File: src/rename_pkg.sv
`default_nettype none

package rename_pkg;

    // ================================================
    // Machine sizes
    // ================================================
    localparam int lanes     = 2;
    localparam int arch_regs = 32;
    localparam int phys_regs = 48;
    localparam int arch_w    = 5;
    localparam int phys_w    = 6;

    // ================================================
    // Instruction class
    // ================================================
    typedef enum logic [2:0] {
        op_alu,
        op_load,
        op_store,
        op_branch,
        op_cas
    } op_e;

    // ================================================
    // Renamed instruction as handed to dispatch
    // ================================================
    typedef struct packed {
        logic              valid;
        op_e               op;
        logic [31:0]       pc;
        // Physical operands read as zero when unused or x0
        logic [phys_w-1:0] prs1;
        logic [phys_w-1:0] prs2;
        logic [phys_w-1:0] prd;
        logic              rs1_valid;
        logic              rs2_valid;
        logic              rd_valid;
        // Kept so commit can retire the mapping later
        logic [arch_w-1:0] arch_rd;
    } lane_t;

endpackage

`default_nettype wire

File: src/map_if.sv
`timescale 1ns/100ps
`default_nettype none

interface map_if import rename_pkg::*; ();

    // Source lookups, answered from the speculative map
    logic [lanes-1:0][arch_w-1:0] arch_rs1;
    logic [lanes-1:0][arch_w-1:0] arch_rs2;
    logic [lanes-1:0][phys_w-1:0] phys_rs1;
    logic [lanes-1:0][phys_w-1:0] phys_rs2;

    // Destination writes, applied at the accept edge
    logic [lanes-1:0]             wr_en;
    logic [lanes-1:0][arch_w-1:0] wr_arch;
    logic [lanes-1:0][phys_w-1:0] wr_phys;

    modport stage (
        output arch_rs1, arch_rs2, wr_en, wr_arch, wr_phys,
        input  phys_rs1, phys_rs2
    );

    modport tbl (
        input  arch_rs1, arch_rs2, wr_en, wr_arch, wr_phys,
        output phys_rs1, phys_rs2
    );

endinterface

`default_nettype wire

File: src/alloc_if.sv
`timescale 1ns/100ps
`default_nettype none

interface alloc_if import rename_pkg::*; ();

    logic [lanes-1:0]             req;
    logic [lanes-1:0]             grant;
    logic [lanes-1:0][phys_w-1:0] phys;
    // Consumes the granted register at the next edge
    logic [lanes-1:0]             take;

    modport stage (
        output req, take,
        input  grant, phys
    );

    modport list (
        input  req, take,
        output grant, phys
    );

endinterface

`default_nettype wire

File: src/free_list.sv
`timescale 1ns/100ps
`default_nettype none

module free_list import rename_pkg::*; (
    input  logic                         clk,
    input  logic                         reset,
    alloc_if.list                        alloc,
    input  logic [lanes-1:0]             commit_en,
    input  logic [lanes-1:0][phys_w-1:0] commit_phys_rd,
    input  logic [lanes-1:0]             release_en,
    input  logic [lanes-1:0][phys_w-1:0] release_phys,
    input  logic                         flush
);

    logic [phys_regs-1:0] free_q;
    logic [phys_regs-1:0] free_d;
    // Registers held by the committed map
    logic [phys_regs-1:0] used_q;
    logic [phys_regs-1:0] used_d;
    logic [phys_regs-1:0] upper_free;
    logic [phys_w-1:0]    pick0;
    logic [phys_w-1:0]    pick1;

    function automatic logic [phys_w-1:0] lowest_set(input logic [phys_regs-1:0] vec);
        logic [phys_w-1:0] idx;
        idx = '0;
        for (int i = phys_regs - 1; i >= 0; i--) begin
            if (vec[i]) begin
                idx = phys_w'(i);
            end
        end
        return idx;
    endfunction

    // ================================================
    // Grant search
    // ================================================
    always_comb begin
        pick0 = lowest_set(free_q);
        // Lane 1 searches above lane 0's pick only when lane 0 asked
        for (int i = 0; i < phys_regs; i++) begin
            upper_free[i] = free_q[i] && (!alloc.req[0] || (i > int'(pick0)));
        end
        pick1 = lowest_set(upper_free);
        alloc.phys[0]  = pick0;
        alloc.phys[1]  = pick1;
        alloc.grant[0] = alloc.req[0] && (|free_q);
        alloc.grant[1] = alloc.req[1] && (|upper_free);
    end

    // ================================================
    // Bookkeeping
    // ================================================
    always_comb begin
        free_d = free_q;
        used_d = used_q;
        for (int i = 0; i < lanes; i++) begin
            if (alloc.take[i]) begin
                free_d[alloc.phys[i]] = 1'b0;
            end
            if (commit_en[i]) begin
                used_d[commit_phys_rd[i]] = 1'b1;
            end
        end
        // Releases last, so a same-cycle commit that is superseded gets freed
        for (int i = 0; i < lanes; i++) begin
            if (release_en[i]) begin
                used_d[release_phys[i]] = 1'b0;
                free_d[release_phys[i]] = 1'b1;
            end
        end
        if (flush) begin
            free_d = ~used_d;
        end
    end

    always_ff @(posedge clk or posedge reset) begin
        if (reset) begin
            used_q <= {{(phys_regs - arch_regs){1'b0}}, {arch_regs{1'b1}}};
            free_q <= {{(phys_regs - arch_regs){1'b1}}, {arch_regs{1'b0}}};
        end else begin
            used_q <= used_d;
            free_q <= free_d;
        end
    end

    a_take_distinct: assert property (@(posedge clk) disable iff (reset)
        (&alloc.take) |-> (alloc.phys[0] != alloc.phys[1]));

    for (genvar i = 0; i < lanes; i++) begin : g_chk
        a_release_not_free: assert property (@(posedge clk) disable iff (reset)
            release_en[i] |-> !free_q[release_phys[i]]);
        a_no_zero_grant: assert property (@(posedge clk) disable iff (reset)
            alloc.grant[i] |-> (alloc.phys[i] != '0));
    end

endmodule

`default_nettype wire

File: src/rename_table.sv
`timescale 1ns/100ps
`default_nettype none

module rename_table import rename_pkg::*; (
    input  logic                         clk,
    input  logic                         reset,
    map_if.tbl                           map,
    input  logic [lanes-1:0]             commit_en,
    input  logic [lanes-1:0][arch_w-1:0] commit_arch_rd,
    input  logic [lanes-1:0][phys_w-1:0] commit_phys_rd,
    output logic [lanes-1:0]             release_en,
    output logic [lanes-1:0][phys_w-1:0] release_phys,
    input  logic                         flush
);

    logic [phys_w-1:0] spec_map [arch_regs];
    logic [phys_w-1:0] com_map  [arch_regs];
    logic [phys_w-1:0] com_next [arch_regs];

    // ================================================
    // Source lookups
    // ================================================
    always_comb begin
        for (int i = 0; i < lanes; i++) begin
            map.phys_rs1[i] = spec_map[map.arch_rs1[i]];
            map.phys_rs2[i] = spec_map[map.arch_rs2[i]];
        end
    end

    // ================================================
    // Commit and release
    // ================================================
    always_comb begin
        for (int i = 0; i < lanes; i++) begin
            // x0 is never remapped
            release_en[i]   = commit_en[i] && (commit_arch_rd[i] != '0);
            release_phys[i] = com_map[commit_arch_rd[i]];
            // An older lane of the same group retiring this register
            // holds the mapping that is really being replaced
            for (int j = 0; j < i; j++) begin
                if (release_en[j] && (commit_arch_rd[j] == commit_arch_rd[i])) begin
                    release_phys[i] = commit_phys_rd[j];
                end
            end
        end
    end

    always_comb begin
        com_next = com_map;
        for (int i = 0; i < lanes; i++) begin
            if (release_en[i]) begin
                com_next[commit_arch_rd[i]] = commit_phys_rd[i];
            end
        end
    end

    // ================================================
    // Map state
    // ================================================
    always_ff @(posedge clk or posedge reset) begin
        if (reset) begin
            // Identity map out of reset
            for (int r = 0; r < arch_regs; r++) begin
                spec_map[r] <= phys_w'(r);
                com_map[r]  <= phys_w'(r);
            end
        end else begin
            com_map <= com_next;
            if (flush) begin
                // Includes the commits of this same cycle
                spec_map <= com_next;
            end else begin
                // Later lanes win on the same architectural register
                for (int i = 0; i < lanes; i++) begin
                    if (map.wr_en[i]) begin
                        spec_map[map.wr_arch[i]] <= map.wr_phys[i];
                    end
                end
            end
        end
    end

endmodule

`default_nettype wire

File: src/rename_stage.sv
`timescale 1ns/100ps
`default_nettype none

module rename_stage import rename_pkg::*; (
    input  logic                         clk,
    input  logic                         reset,
    input  logic [lanes-1:0]             dec_valid,
    input  op_e  [lanes-1:0]             dec_op,
    input  logic [lanes-1:0][31:0]       dec_pc,
    input  logic [lanes-1:0][arch_w-1:0] dec_rs1,
    input  logic [lanes-1:0]             dec_rs1_valid,
    input  logic [lanes-1:0][arch_w-1:0] dec_rs2,
    input  logic [lanes-1:0]             dec_rs2_valid,
    input  logic [lanes-1:0][arch_w-1:0] dec_rd,
    input  logic [lanes-1:0]             dec_rd_valid,
    output logic                         rename_ready,
    output lane_t [lanes-1:0]            out_lane,
    input  logic                         flush,
    map_if.stage                         map,
    alloc_if.stage                       alloc
);

    // Lanes that need a fresh physical register
    logic [lanes-1:0]  need;
    logic              accept;
    lane_t [lanes-1:0] next_lane;

    // ================================================
    // Allocation and back-pressure
    // ================================================
    always_comb begin
        for (int i = 0; i < lanes; i++) begin
            need[i] = dec_valid[i] && dec_rd_valid[i] && (dec_rd[i] != '0);
        end
    end

    // The bundle goes only when every request in it is granted
    assign rename_ready = !flush && ((need & alloc.grant) == need);
    assign accept       = rename_ready && (|dec_valid);

    assign alloc.req  = need;
    assign alloc.take = accept ? need : '0;

    assign map.arch_rs1 = dec_rs1;
    assign map.arch_rs2 = dec_rs2;
    assign map.wr_en    = accept ? need : '0;
    assign map.wr_arch  = dec_rd;
    assign map.wr_phys  = alloc.phys;

    // ================================================
    // Operand mapping
    // ================================================
    always_comb begin
        for (int i = 0; i < lanes; i++) begin
            next_lane[i].valid     = dec_valid[i];
            next_lane[i].op        = dec_op[i];
            next_lane[i].pc        = dec_pc[i];
            next_lane[i].rs1_valid = dec_rs1_valid[i];
            next_lane[i].rs2_valid = dec_rs2_valid[i];
            next_lane[i].rd_valid  = need[i];
            next_lane[i].arch_rd   = dec_rd[i];
            next_lane[i].prd       = need[i] ? alloc.phys[i] : '0;
            next_lane[i].prs1      = map.phys_rs1[i];
            next_lane[i].prs2      = map.phys_rs2[i];

            // Older lane in the bundle writing our source
            for (int j = 0; j < i; j++) begin
                if (need[j] && (dec_rs1[i] == dec_rd[j])) begin
                    next_lane[i].prs1 = alloc.phys[j];
                end
                if (need[j] && (dec_rs2[i] == dec_rd[j])) begin
                    next_lane[i].prs2 = alloc.phys[j];
                end
            end

            if (!dec_rs1_valid[i] || (dec_rs1[i] == '0)) begin
                next_lane[i].prs1 = '0;
            end
            if (!dec_rs2_valid[i] || (dec_rs2[i] == '0)) begin
                next_lane[i].prs2 = '0;
            end
        end
    end

    // ================================================
    // Dispatch register
    // ================================================
    always_ff @(posedge clk or posedge reset) begin
        if (reset) begin
            out_lane <= '0;
        end else if (accept) begin
            out_lane <= next_lane;
        end else begin
            // Stall, flush or empty bundle
            for (int i = 0; i < lanes; i++) begin
                out_lane[i].valid <= 1'b0;
            end
        end
    end

    for (genvar i = 0; i < lanes; i++) begin : g_chk
        a_flush_kills: assert property (@(posedge clk) disable iff (reset)
            flush |=> !out_lane[i].valid);
    end

endmodule

`default_nettype wire

File: src/rename_unit.sv
`timescale 1ns/100ps
`default_nettype none

module rename_unit import rename_pkg::*; (
    input  logic                         clk,
    input  logic                         reset,
    // Decode bundle
    input  logic [lanes-1:0]             dec_valid,
    input  op_e  [lanes-1:0]             dec_op,
    input  logic [lanes-1:0][31:0]       dec_pc,
    input  logic [lanes-1:0][arch_w-1:0] dec_rs1,
    input  logic [lanes-1:0]             dec_rs1_valid,
    input  logic [lanes-1:0][arch_w-1:0] dec_rs2,
    input  logic [lanes-1:0]             dec_rs2_valid,
    input  logic [lanes-1:0][arch_w-1:0] dec_rd,
    input  logic [lanes-1:0]             dec_rd_valid,
    // Renamed bundle
    output logic                         rename_ready,
    output logic [lanes-1:0]             rename_valid,
    output op_e  [lanes-1:0]             rename_op,
    output logic [lanes-1:0][31:0]       rename_pc,
    output logic [lanes-1:0][phys_w-1:0] rename_prs1,
    output logic [lanes-1:0][phys_w-1:0] rename_prs2,
    output logic [lanes-1:0][phys_w-1:0] rename_prd,
    output logic [lanes-1:0]             rename_rd_valid,
    output logic [lanes-1:0][arch_w-1:0] rename_arch_rd,
    // Retirement
    input  logic [lanes-1:0]             commit_en,
    input  logic [lanes-1:0][arch_w-1:0] commit_arch_rd,
    input  logic [lanes-1:0][phys_w-1:0] commit_phys_rd,
    input  logic                         flush_pipeline
);

    lane_t [lanes-1:0]            out_lane;
    logic [lanes-1:0]             release_en;
    logic [lanes-1:0][phys_w-1:0] release_phys;

    map_if   i_map ();
    alloc_if i_alloc ();

    rename_stage i_stage (
        .clk           (clk),
        .reset         (reset),
        .dec_valid     (dec_valid),
        .dec_op        (dec_op),
        .dec_pc        (dec_pc),
        .dec_rs1       (dec_rs1),
        .dec_rs1_valid (dec_rs1_valid),
        .dec_rs2       (dec_rs2),
        .dec_rs2_valid (dec_rs2_valid),
        .dec_rd        (dec_rd),
        .dec_rd_valid  (dec_rd_valid),
        .rename_ready  (rename_ready),
        .out_lane      (out_lane),
        .flush         (flush_pipeline),
        .map           (i_map.stage),
        .alloc         (i_alloc.stage)
    );

    rename_table i_table (
        .clk            (clk),
        .reset          (reset),
        .map            (i_map.tbl),
        .commit_en      (commit_en),
        .commit_arch_rd (commit_arch_rd),
        .commit_phys_rd (commit_phys_rd),
        .release_en     (release_en),
        .release_phys   (release_phys),
        .flush          (flush_pipeline)
    );

    free_list i_free_list (
        .clk            (clk),
        .reset          (reset),
        .alloc          (i_alloc.list),
        .commit_en      (commit_en),
        .commit_phys_rd (commit_phys_rd),
        .release_en     (release_en),
        .release_phys   (release_phys),
        .flush          (flush_pipeline)
    );

    for (genvar i = 0; i < lanes; i++) begin : g_out
        assign rename_valid[i]    = out_lane[i].valid;
        assign rename_op[i]       = out_lane[i].op;
        assign rename_pc[i]       = out_lane[i].pc;
        assign rename_prs1[i]     = out_lane[i].prs1;
        assign rename_prs2[i]     = out_lane[i].prs2;
        assign rename_prd[i]      = out_lane[i].prd;
        assign rename_rd_valid[i] = out_lane[i].rd_valid;
        assign rename_arch_rd[i]  = out_lane[i].arch_rd;
    end

endmodule

`default_nettype wire

File: config.mk
export PLATFORM = sky130hd
export DESIGN_NAME = rename_unit
export DESIGN_NICKNAME = d
export VERILOG_FILES = /design/src/rename_pkg.sv /design/src/map_if.sv /design/src/alloc_if.sv /design/src/free_list.sv /design/src/rename_table.sv /design/src/rename_stage.sv /design/src/rename_unit.sv
export SDC_FILE = /design/constraint.sdc
export NUM_CORES = 2
export LEC_CHECK = 0
export ABC_AREA = 1
export CAP_MARGIN = 20
export CORE_ASPECT_RATIO = 1.2
export CORE_MARGIN = 10
export CORE_UTILIZATION = 50
export DETAILED_ROUTE_END_ITERATION = 8
export DONT_BUFFER_PORTS = 1
export SETUP_SLACK_MARGIN = 0.1
export SLEW_MARGIN = 40
export SYNTH_ARGS = -nofsm -noshare
export SYNTH_HDL_FRONTEND = slang
export SYNTH_HIERARCHICAL = 1
export SYNTH_SLANG_ARGS = --single-unit
File: constraint.sdc
create_clock -name clk -period 13.5 [get_ports clk]
set_input_delay 0.675 -clock clk [delete_from_list [all_inputs] [get_ports clk]]
set_output_delay 0.675 -clock clk [all_outputs]
set_load 0.1 [all_outputs]
Word-level counts from Yosys, hierarchy flattened
Cells that the tools add are included.

Input port bits: 135. Logic and storage cells: 483. Output and inout bits: 121. Bits in registers: 600.

Equal/unequal tests: 4. $lt $le $gt $ge: 71. Bitwise logic cells: 22. Reduce and logical (&&, ||, !) cells: 139. Muxes and demuxes: 165.

Operators with widths (count): $mux W192 (6); $bwmux W192 (4); $mux W6 (121); $mux W48 (9); $not A48 Y48 (5); $and A48 B48 Y48 (4); $or A48 B48 Y48 (4); $bmux W6 S5 (6); $demux W6 S5 (4); $gt A5 B6 Y1 const A (16); $gt A6 B6 Y1 const A (16); $reduce_or A48 Y1 (2); $logic_and A1 B1 Y1 (71); $logic_or A1 B1 Y1 (51); $ge A6 B6 Y1 const B (8); $gt A4 B6 Y1 const A (8); $not A5 Y6 (8); $lt A6 B7 Y1 const B (6); $demux W1 S6 (6); $ge A6 B1 Y1 const B (6); $gt A3 B6 Y1 const A (4); $lt A6 B1 Y1 const B (4); $logic_not A5 Y1 (4); $reduce_bool A5 Y1 (4); other kinds (9) (24).

Depth between registers and ports, before layout
Depth in word-level cells: 111. Mapped depth: 105. Mapped depth without buffers: 102.

Modules after synthesis
Netlist, hierarchy kept.

By module, submodules not included: rename_table (times used 1, seq. area each 9809.4 um^2, area an instance 31951.9 um^2, cells an instance 5322); free_list (times used 1, seq. area each 2462.4 um^2, area an instance 8354.3 um^2, cells an instance 1383); rename_stage (times used 1, seq. area each 3103.0 um^2, area an instance 5947.0 um^2, cells an instance 685).

Least setup slack after synthesis
OpenSTA, ideal clock, no wires.

Path kind: reg2reg. From: register i_free_list.free_q[46]. To: register i_table/spec_map[126] in the netlist's numbering. Clock period less this slack: 6154 ps. Path slack: 7346 ps. Cell stages (with the launch flop): 103. Arrival: 6088 ps. Library setup time: 66 ps. Data required time: 13434 ps. Buffers on the path: 4. Cells stage by stage: dfstp_2 -> inv_1 -> nand2_1 -> nand2_1 -> nand2_1 -> nand2_1 -> nand2_1 -> nand2_1 -> nand2_1 -> nand2_1 -> nand2_1 -> nand2_1 -> nand2_1 -> nand2_1 -> nand2_1 -> nand2_1 -> nand2_1 -> nand2_1 -> (+67 left out) -> nand2_1 -> nand2_1 -> nand2_1 -> nand2_1 -> nand2_1 -> nand2_1 -> nand2_1 -> nand2_1 -> nand2_2 -> nand2_4 -> nand2_8 -> buf_8 -> inv_2 -> buf_4 -> clkbuf_1 -> clkbuf_1 -> o211ai_1 -> nand2_1.

RTL lines: start: declaration (line free_list.sv:15) `logic [phys_regs-1:0] free_q;`; start signal: assignment (line free_list.sv:80) `free_q <= {{(phys_regs - arch_regs){1'b1}}, {arch_regs{1'b0}}};`; start signal: assignment (line free_list.sv:83) `free_q <= free_d;`; end signal: indexed assignment (line rename_table.sv:64) `spec_map[r] <= phys_w'(r);`; end signal: assignment (line rename_table.sv:71) `spec_map <= com_next;`; end signal: indexed assignment (line rename_table.sv:76) `spec_map[map.wr_arch[i]] <= map.wr_phys[i];`; end: declaration (line rename_table.sv:16) `logic [phys_w-1:0] spec_map [arch_regs];`.

==> impl_metrics.sql <==
INSERT INTO impl_metrics (metric_group, metric, value, unit) VALUES
('timing', 'report.final.hold_viol_count', '3', ''),
('timing', 'timing.max_slew.rel_slack', '18.2', '%'),
('critical_path', 'worstSetupStartpointType', 'flip-flop', ''),
('outcome', 'outcome', 'complete, but fails checks', ''),
('route', 'drt_pass1_iterations', '6', ''),
('synth', 'syn-instance-count', '7374', ''),
('floorplan', 'dieArea', '0.105', 'mm²'),
('grt', 'antenna_found_initial', '9', ''),
('timing', 'fin_worst_skew', '0.0236', 'ns'),
('grt', 'pin_count_of_the_biggest_net_entering_global_routing', '288', ''),
('layout', 'post_layout_cell_count', '8284', ''),
('route', 'drc', '0', ''),
('clocking', 'cts_max_path_buffers', '3', ''),
('timing', 'layout_min_cycle_time', '7.86', 'ns'),
('route', 'detail_route.wl_per_cell', '27.1', 'µm'),
('critical_path', 'class_of_the_most_critical_setup_path', 'reg -> reg', ''),
('floorplan', 'rows', '121', ''),
('pwr', 'leakagePower', '22.5', 'nW'),
('layout', 'area_growth', '5.01', '%'),
('timing', 'finalMaxSlewViolations', '0', ''),
('placed_design', 'dpl_worst_slack', '5.85', 'ns'),
('clocking', 'cts.sinks', '600', ''),
('floorplan', 'die_h', '353', 'µm'),
('clocking', 'clockRootBuffer', 'clkbuf_16', ''),
('timing', 'worst-slew-pin-transition', '1.23', 'ns'),
('grt', 'vias_in_the_first_global_route', '45900', ''),
('placed_design', 'port_buffers', '0', ''),
('placed_design', 'place_area', '0.0460', 'mm²'),
('critical_path', 'worst_path_largest_cell_delay', '0.61', 'ns'),
('grt', 'grt_first_pass_wirelength', '322', 'mm'),
('synth', 'post_synth_design_cell_area', '0.0461', 'mm²'),
('pwr', 'power.ir.vdd_worst', '0.133', 'mV'),
('route', 'post_drt_via_cell_ratio', '6.34', ''),
('timing', 'post-route-period-util', '58.2', '%'),
('clocking', 'tritoncts_buffer_count', '71', ''),
('timing', 'final_setup_slack_of_the_worst_path', '5.64', 'ns'),
('layout', 'mostFrequentLayoutCells', 'nand2_1, nand3_1, a21oi_1, inv_1, o21ai_0', ''),
('floorplan', 'core-area', '0.0911', 'mm²'),
('critical_path', 'regToRegStartpoint', 'i_free_list/free_q[46]$_DFF_PP1_', ''),
('layout', 'post_route_cells_drive_above_1_share', '9.70', '%'),
('layout', 'layout.core_utilization', '53.1', '%'),
('synth', 'postSynthNetCount', '7509', ''),
('floorplan', 'start_util', '50.6', '%'),
('synth', 'synthesis.area_per_instance', '6.25', 'µm²'),
('clocking', 'worstSkewPairLatency', '0.65', 'ns'),
('timing', 'setup_viol_count_final', '0', ''),
('critical_path', 'critical_path_cell_with_the_highest_stage_delay', 'inv_2', ''),
('layout', 'final_design_area_no_fill', '0.0484', 'mm²'),
('placed_design', 'post-dp-hpwl', '157', 'mm'),
('route', 'vias', '52600', ''),
('critical_path', 'startpoint', 'i_free_list/free_q[46]$_DFF_PP1_', ''),
('grt', 'globalRoute.totalOverflow', '0', ''),
('pwr', 'power_density', '159', 'mW/mm²'),
('placed_design', 'dp.cells', '8151', ''),
('layout', 'layout.cells.most_common', 'nand2_1', ''),
('layout', 'final_net_count', '7130', ''),
('placed_design', 'place_congestion', '1.03', ''),
('outcome', 'violated_checks', 'negative hold slack', ''),
('timing', 'max_freq', '127', 'MHz'),
('timing', 'setup_total_negative_slack', '0', 'ns'),
('flow_run', 'maxCapViolations', '0', ''),
('route', 'ant_nets', '0', ''),
('timing', 'grt_setup_unrepaired', 'false', ''),
('route', 'routed_wirelength', '225', 'mm'),
('grt', 'grt_util_all_layers', '40.6', '%'),
('timing', 'hold-worst-slack', '-0.00329', 'ns'),
('critical_path', 'path_max_fanout', '38', ''),
('clocking', 'tritoncts_clock_tree', 'yes', ''),
('floorplan', 'floorplan.die.width', '297', 'µm'),
('worst_hold_path', 'hold_path_class', 'in -> async', ''),
('critical_path', 'crit_path_required_time', '14.06', 'ns'),
('critical_path', 'crit_path_frequent_cell', 'nand2_1', ''),
('critical_path', 'crit_path_end_kind', 'flip-flop', ''),
('route', 'detailedRoute.firstIterationViolations', '8776', ''),
('synth', 'yosys_warn_count', '6', ''),
('floorplan', 'top_level_ports', '256', ''),
('clocking', 'worst_setup_hold_path_clk_slew', '0.06', 'ns'),
('critical_path', 'cp.arrival', '8.42', 'ns'),
('clocking', 'cts_max_level', '3', '');
[power breakdown]
part	internal, W	total, W	switching, W
clock	0.00117	0.00201	0.000840
sequential	0.00237	0.00342	0.00104
combinational	0.000762	0.00227	0.00151
total	0.00431	0.00770	0.00339
[sequential cells by signal (all words and copies together) (netlist names)]
signal and flops:
i_table/com_map 192, i_stage/out_lane 120, i_free_list/free_q 48, i_free_list/used_q 48, i_table/spec_map 192
[area by class of cell]
type,count,area [µm²]
clock buffers,106,2040
flip-flops and latches,600,15400
inverters,581,2200
well taps,1230,1540
repair buffers,59,528
multi-input cells,5682,26300
diodes,2,5.00
fillers,9351,42700
clock inverters,24,343
[stage by stage]
stage	power (W)	hold slack (ns)
after floorplan	0.00473	0.451
after global placement	0.00552	0.389
after detailed placement	0.00556	0.390
after CTS	0.00758	0.00561
after global routing	0.00804	0.0465
final	0.00770	-0.00329
[per-layer routing]
metal / part of all wire, % / track usage, % / up-vias
li1: - / - / 23400
met5: 0.040 / 0 / -
met3: 14 / 11.0 / 717
met2: 42 / 59.3 / 3776
met4: 6.0 / 21.1 / 14
met1: 38 / 54.2 / 24600
[what timing repair did]
action / 4_1_cts / 5_1_grt
endpoints found under the hold margin: 23 / 0
endpoints found under the setup margin: 0 / 0
buffers inserted: 0 / 0
gates resized for setup: 0 / 0
hold buffers: 1 / 0
[path summary, 6_finish.rpt]
path | end | depth (start not counted) | slack, ns
worst max-delay path | i_table/spec_map[6]$_DFF_PP0_ | 97 | 5.64
worst min-delay path | i_stage/out_lane[110]$_DFFE_PP0P_ | 1 | -0.003
worst max register to register | i_table/spec_map[6]$_DFF_PP0_ | 97 | 5.64
worst min register to register | i_table/com_map[186]$_DFF_PP0_ | 0 | 0.41
max in group asynchronous | i_free_list/used_q[43]$_DFF_PP0_ | 3 | 11.74
min in group clk | i_table/com_map[142]$_DFF_PP0_ | 1 | 0.17
[critical path, delay by kind of cell (launching register included)]
| kind | cells | cell delay [ns] |
|---|---|---|
| DFF | 1 | 0.55 |
| buffers and inverters | 6 | 1.26 |
| AOI/OAI and AO/OA | 3 | 0.42 |
| and+or+nand+nor | 88 | 5.45 |
Power figures use the tool's default switching activity.
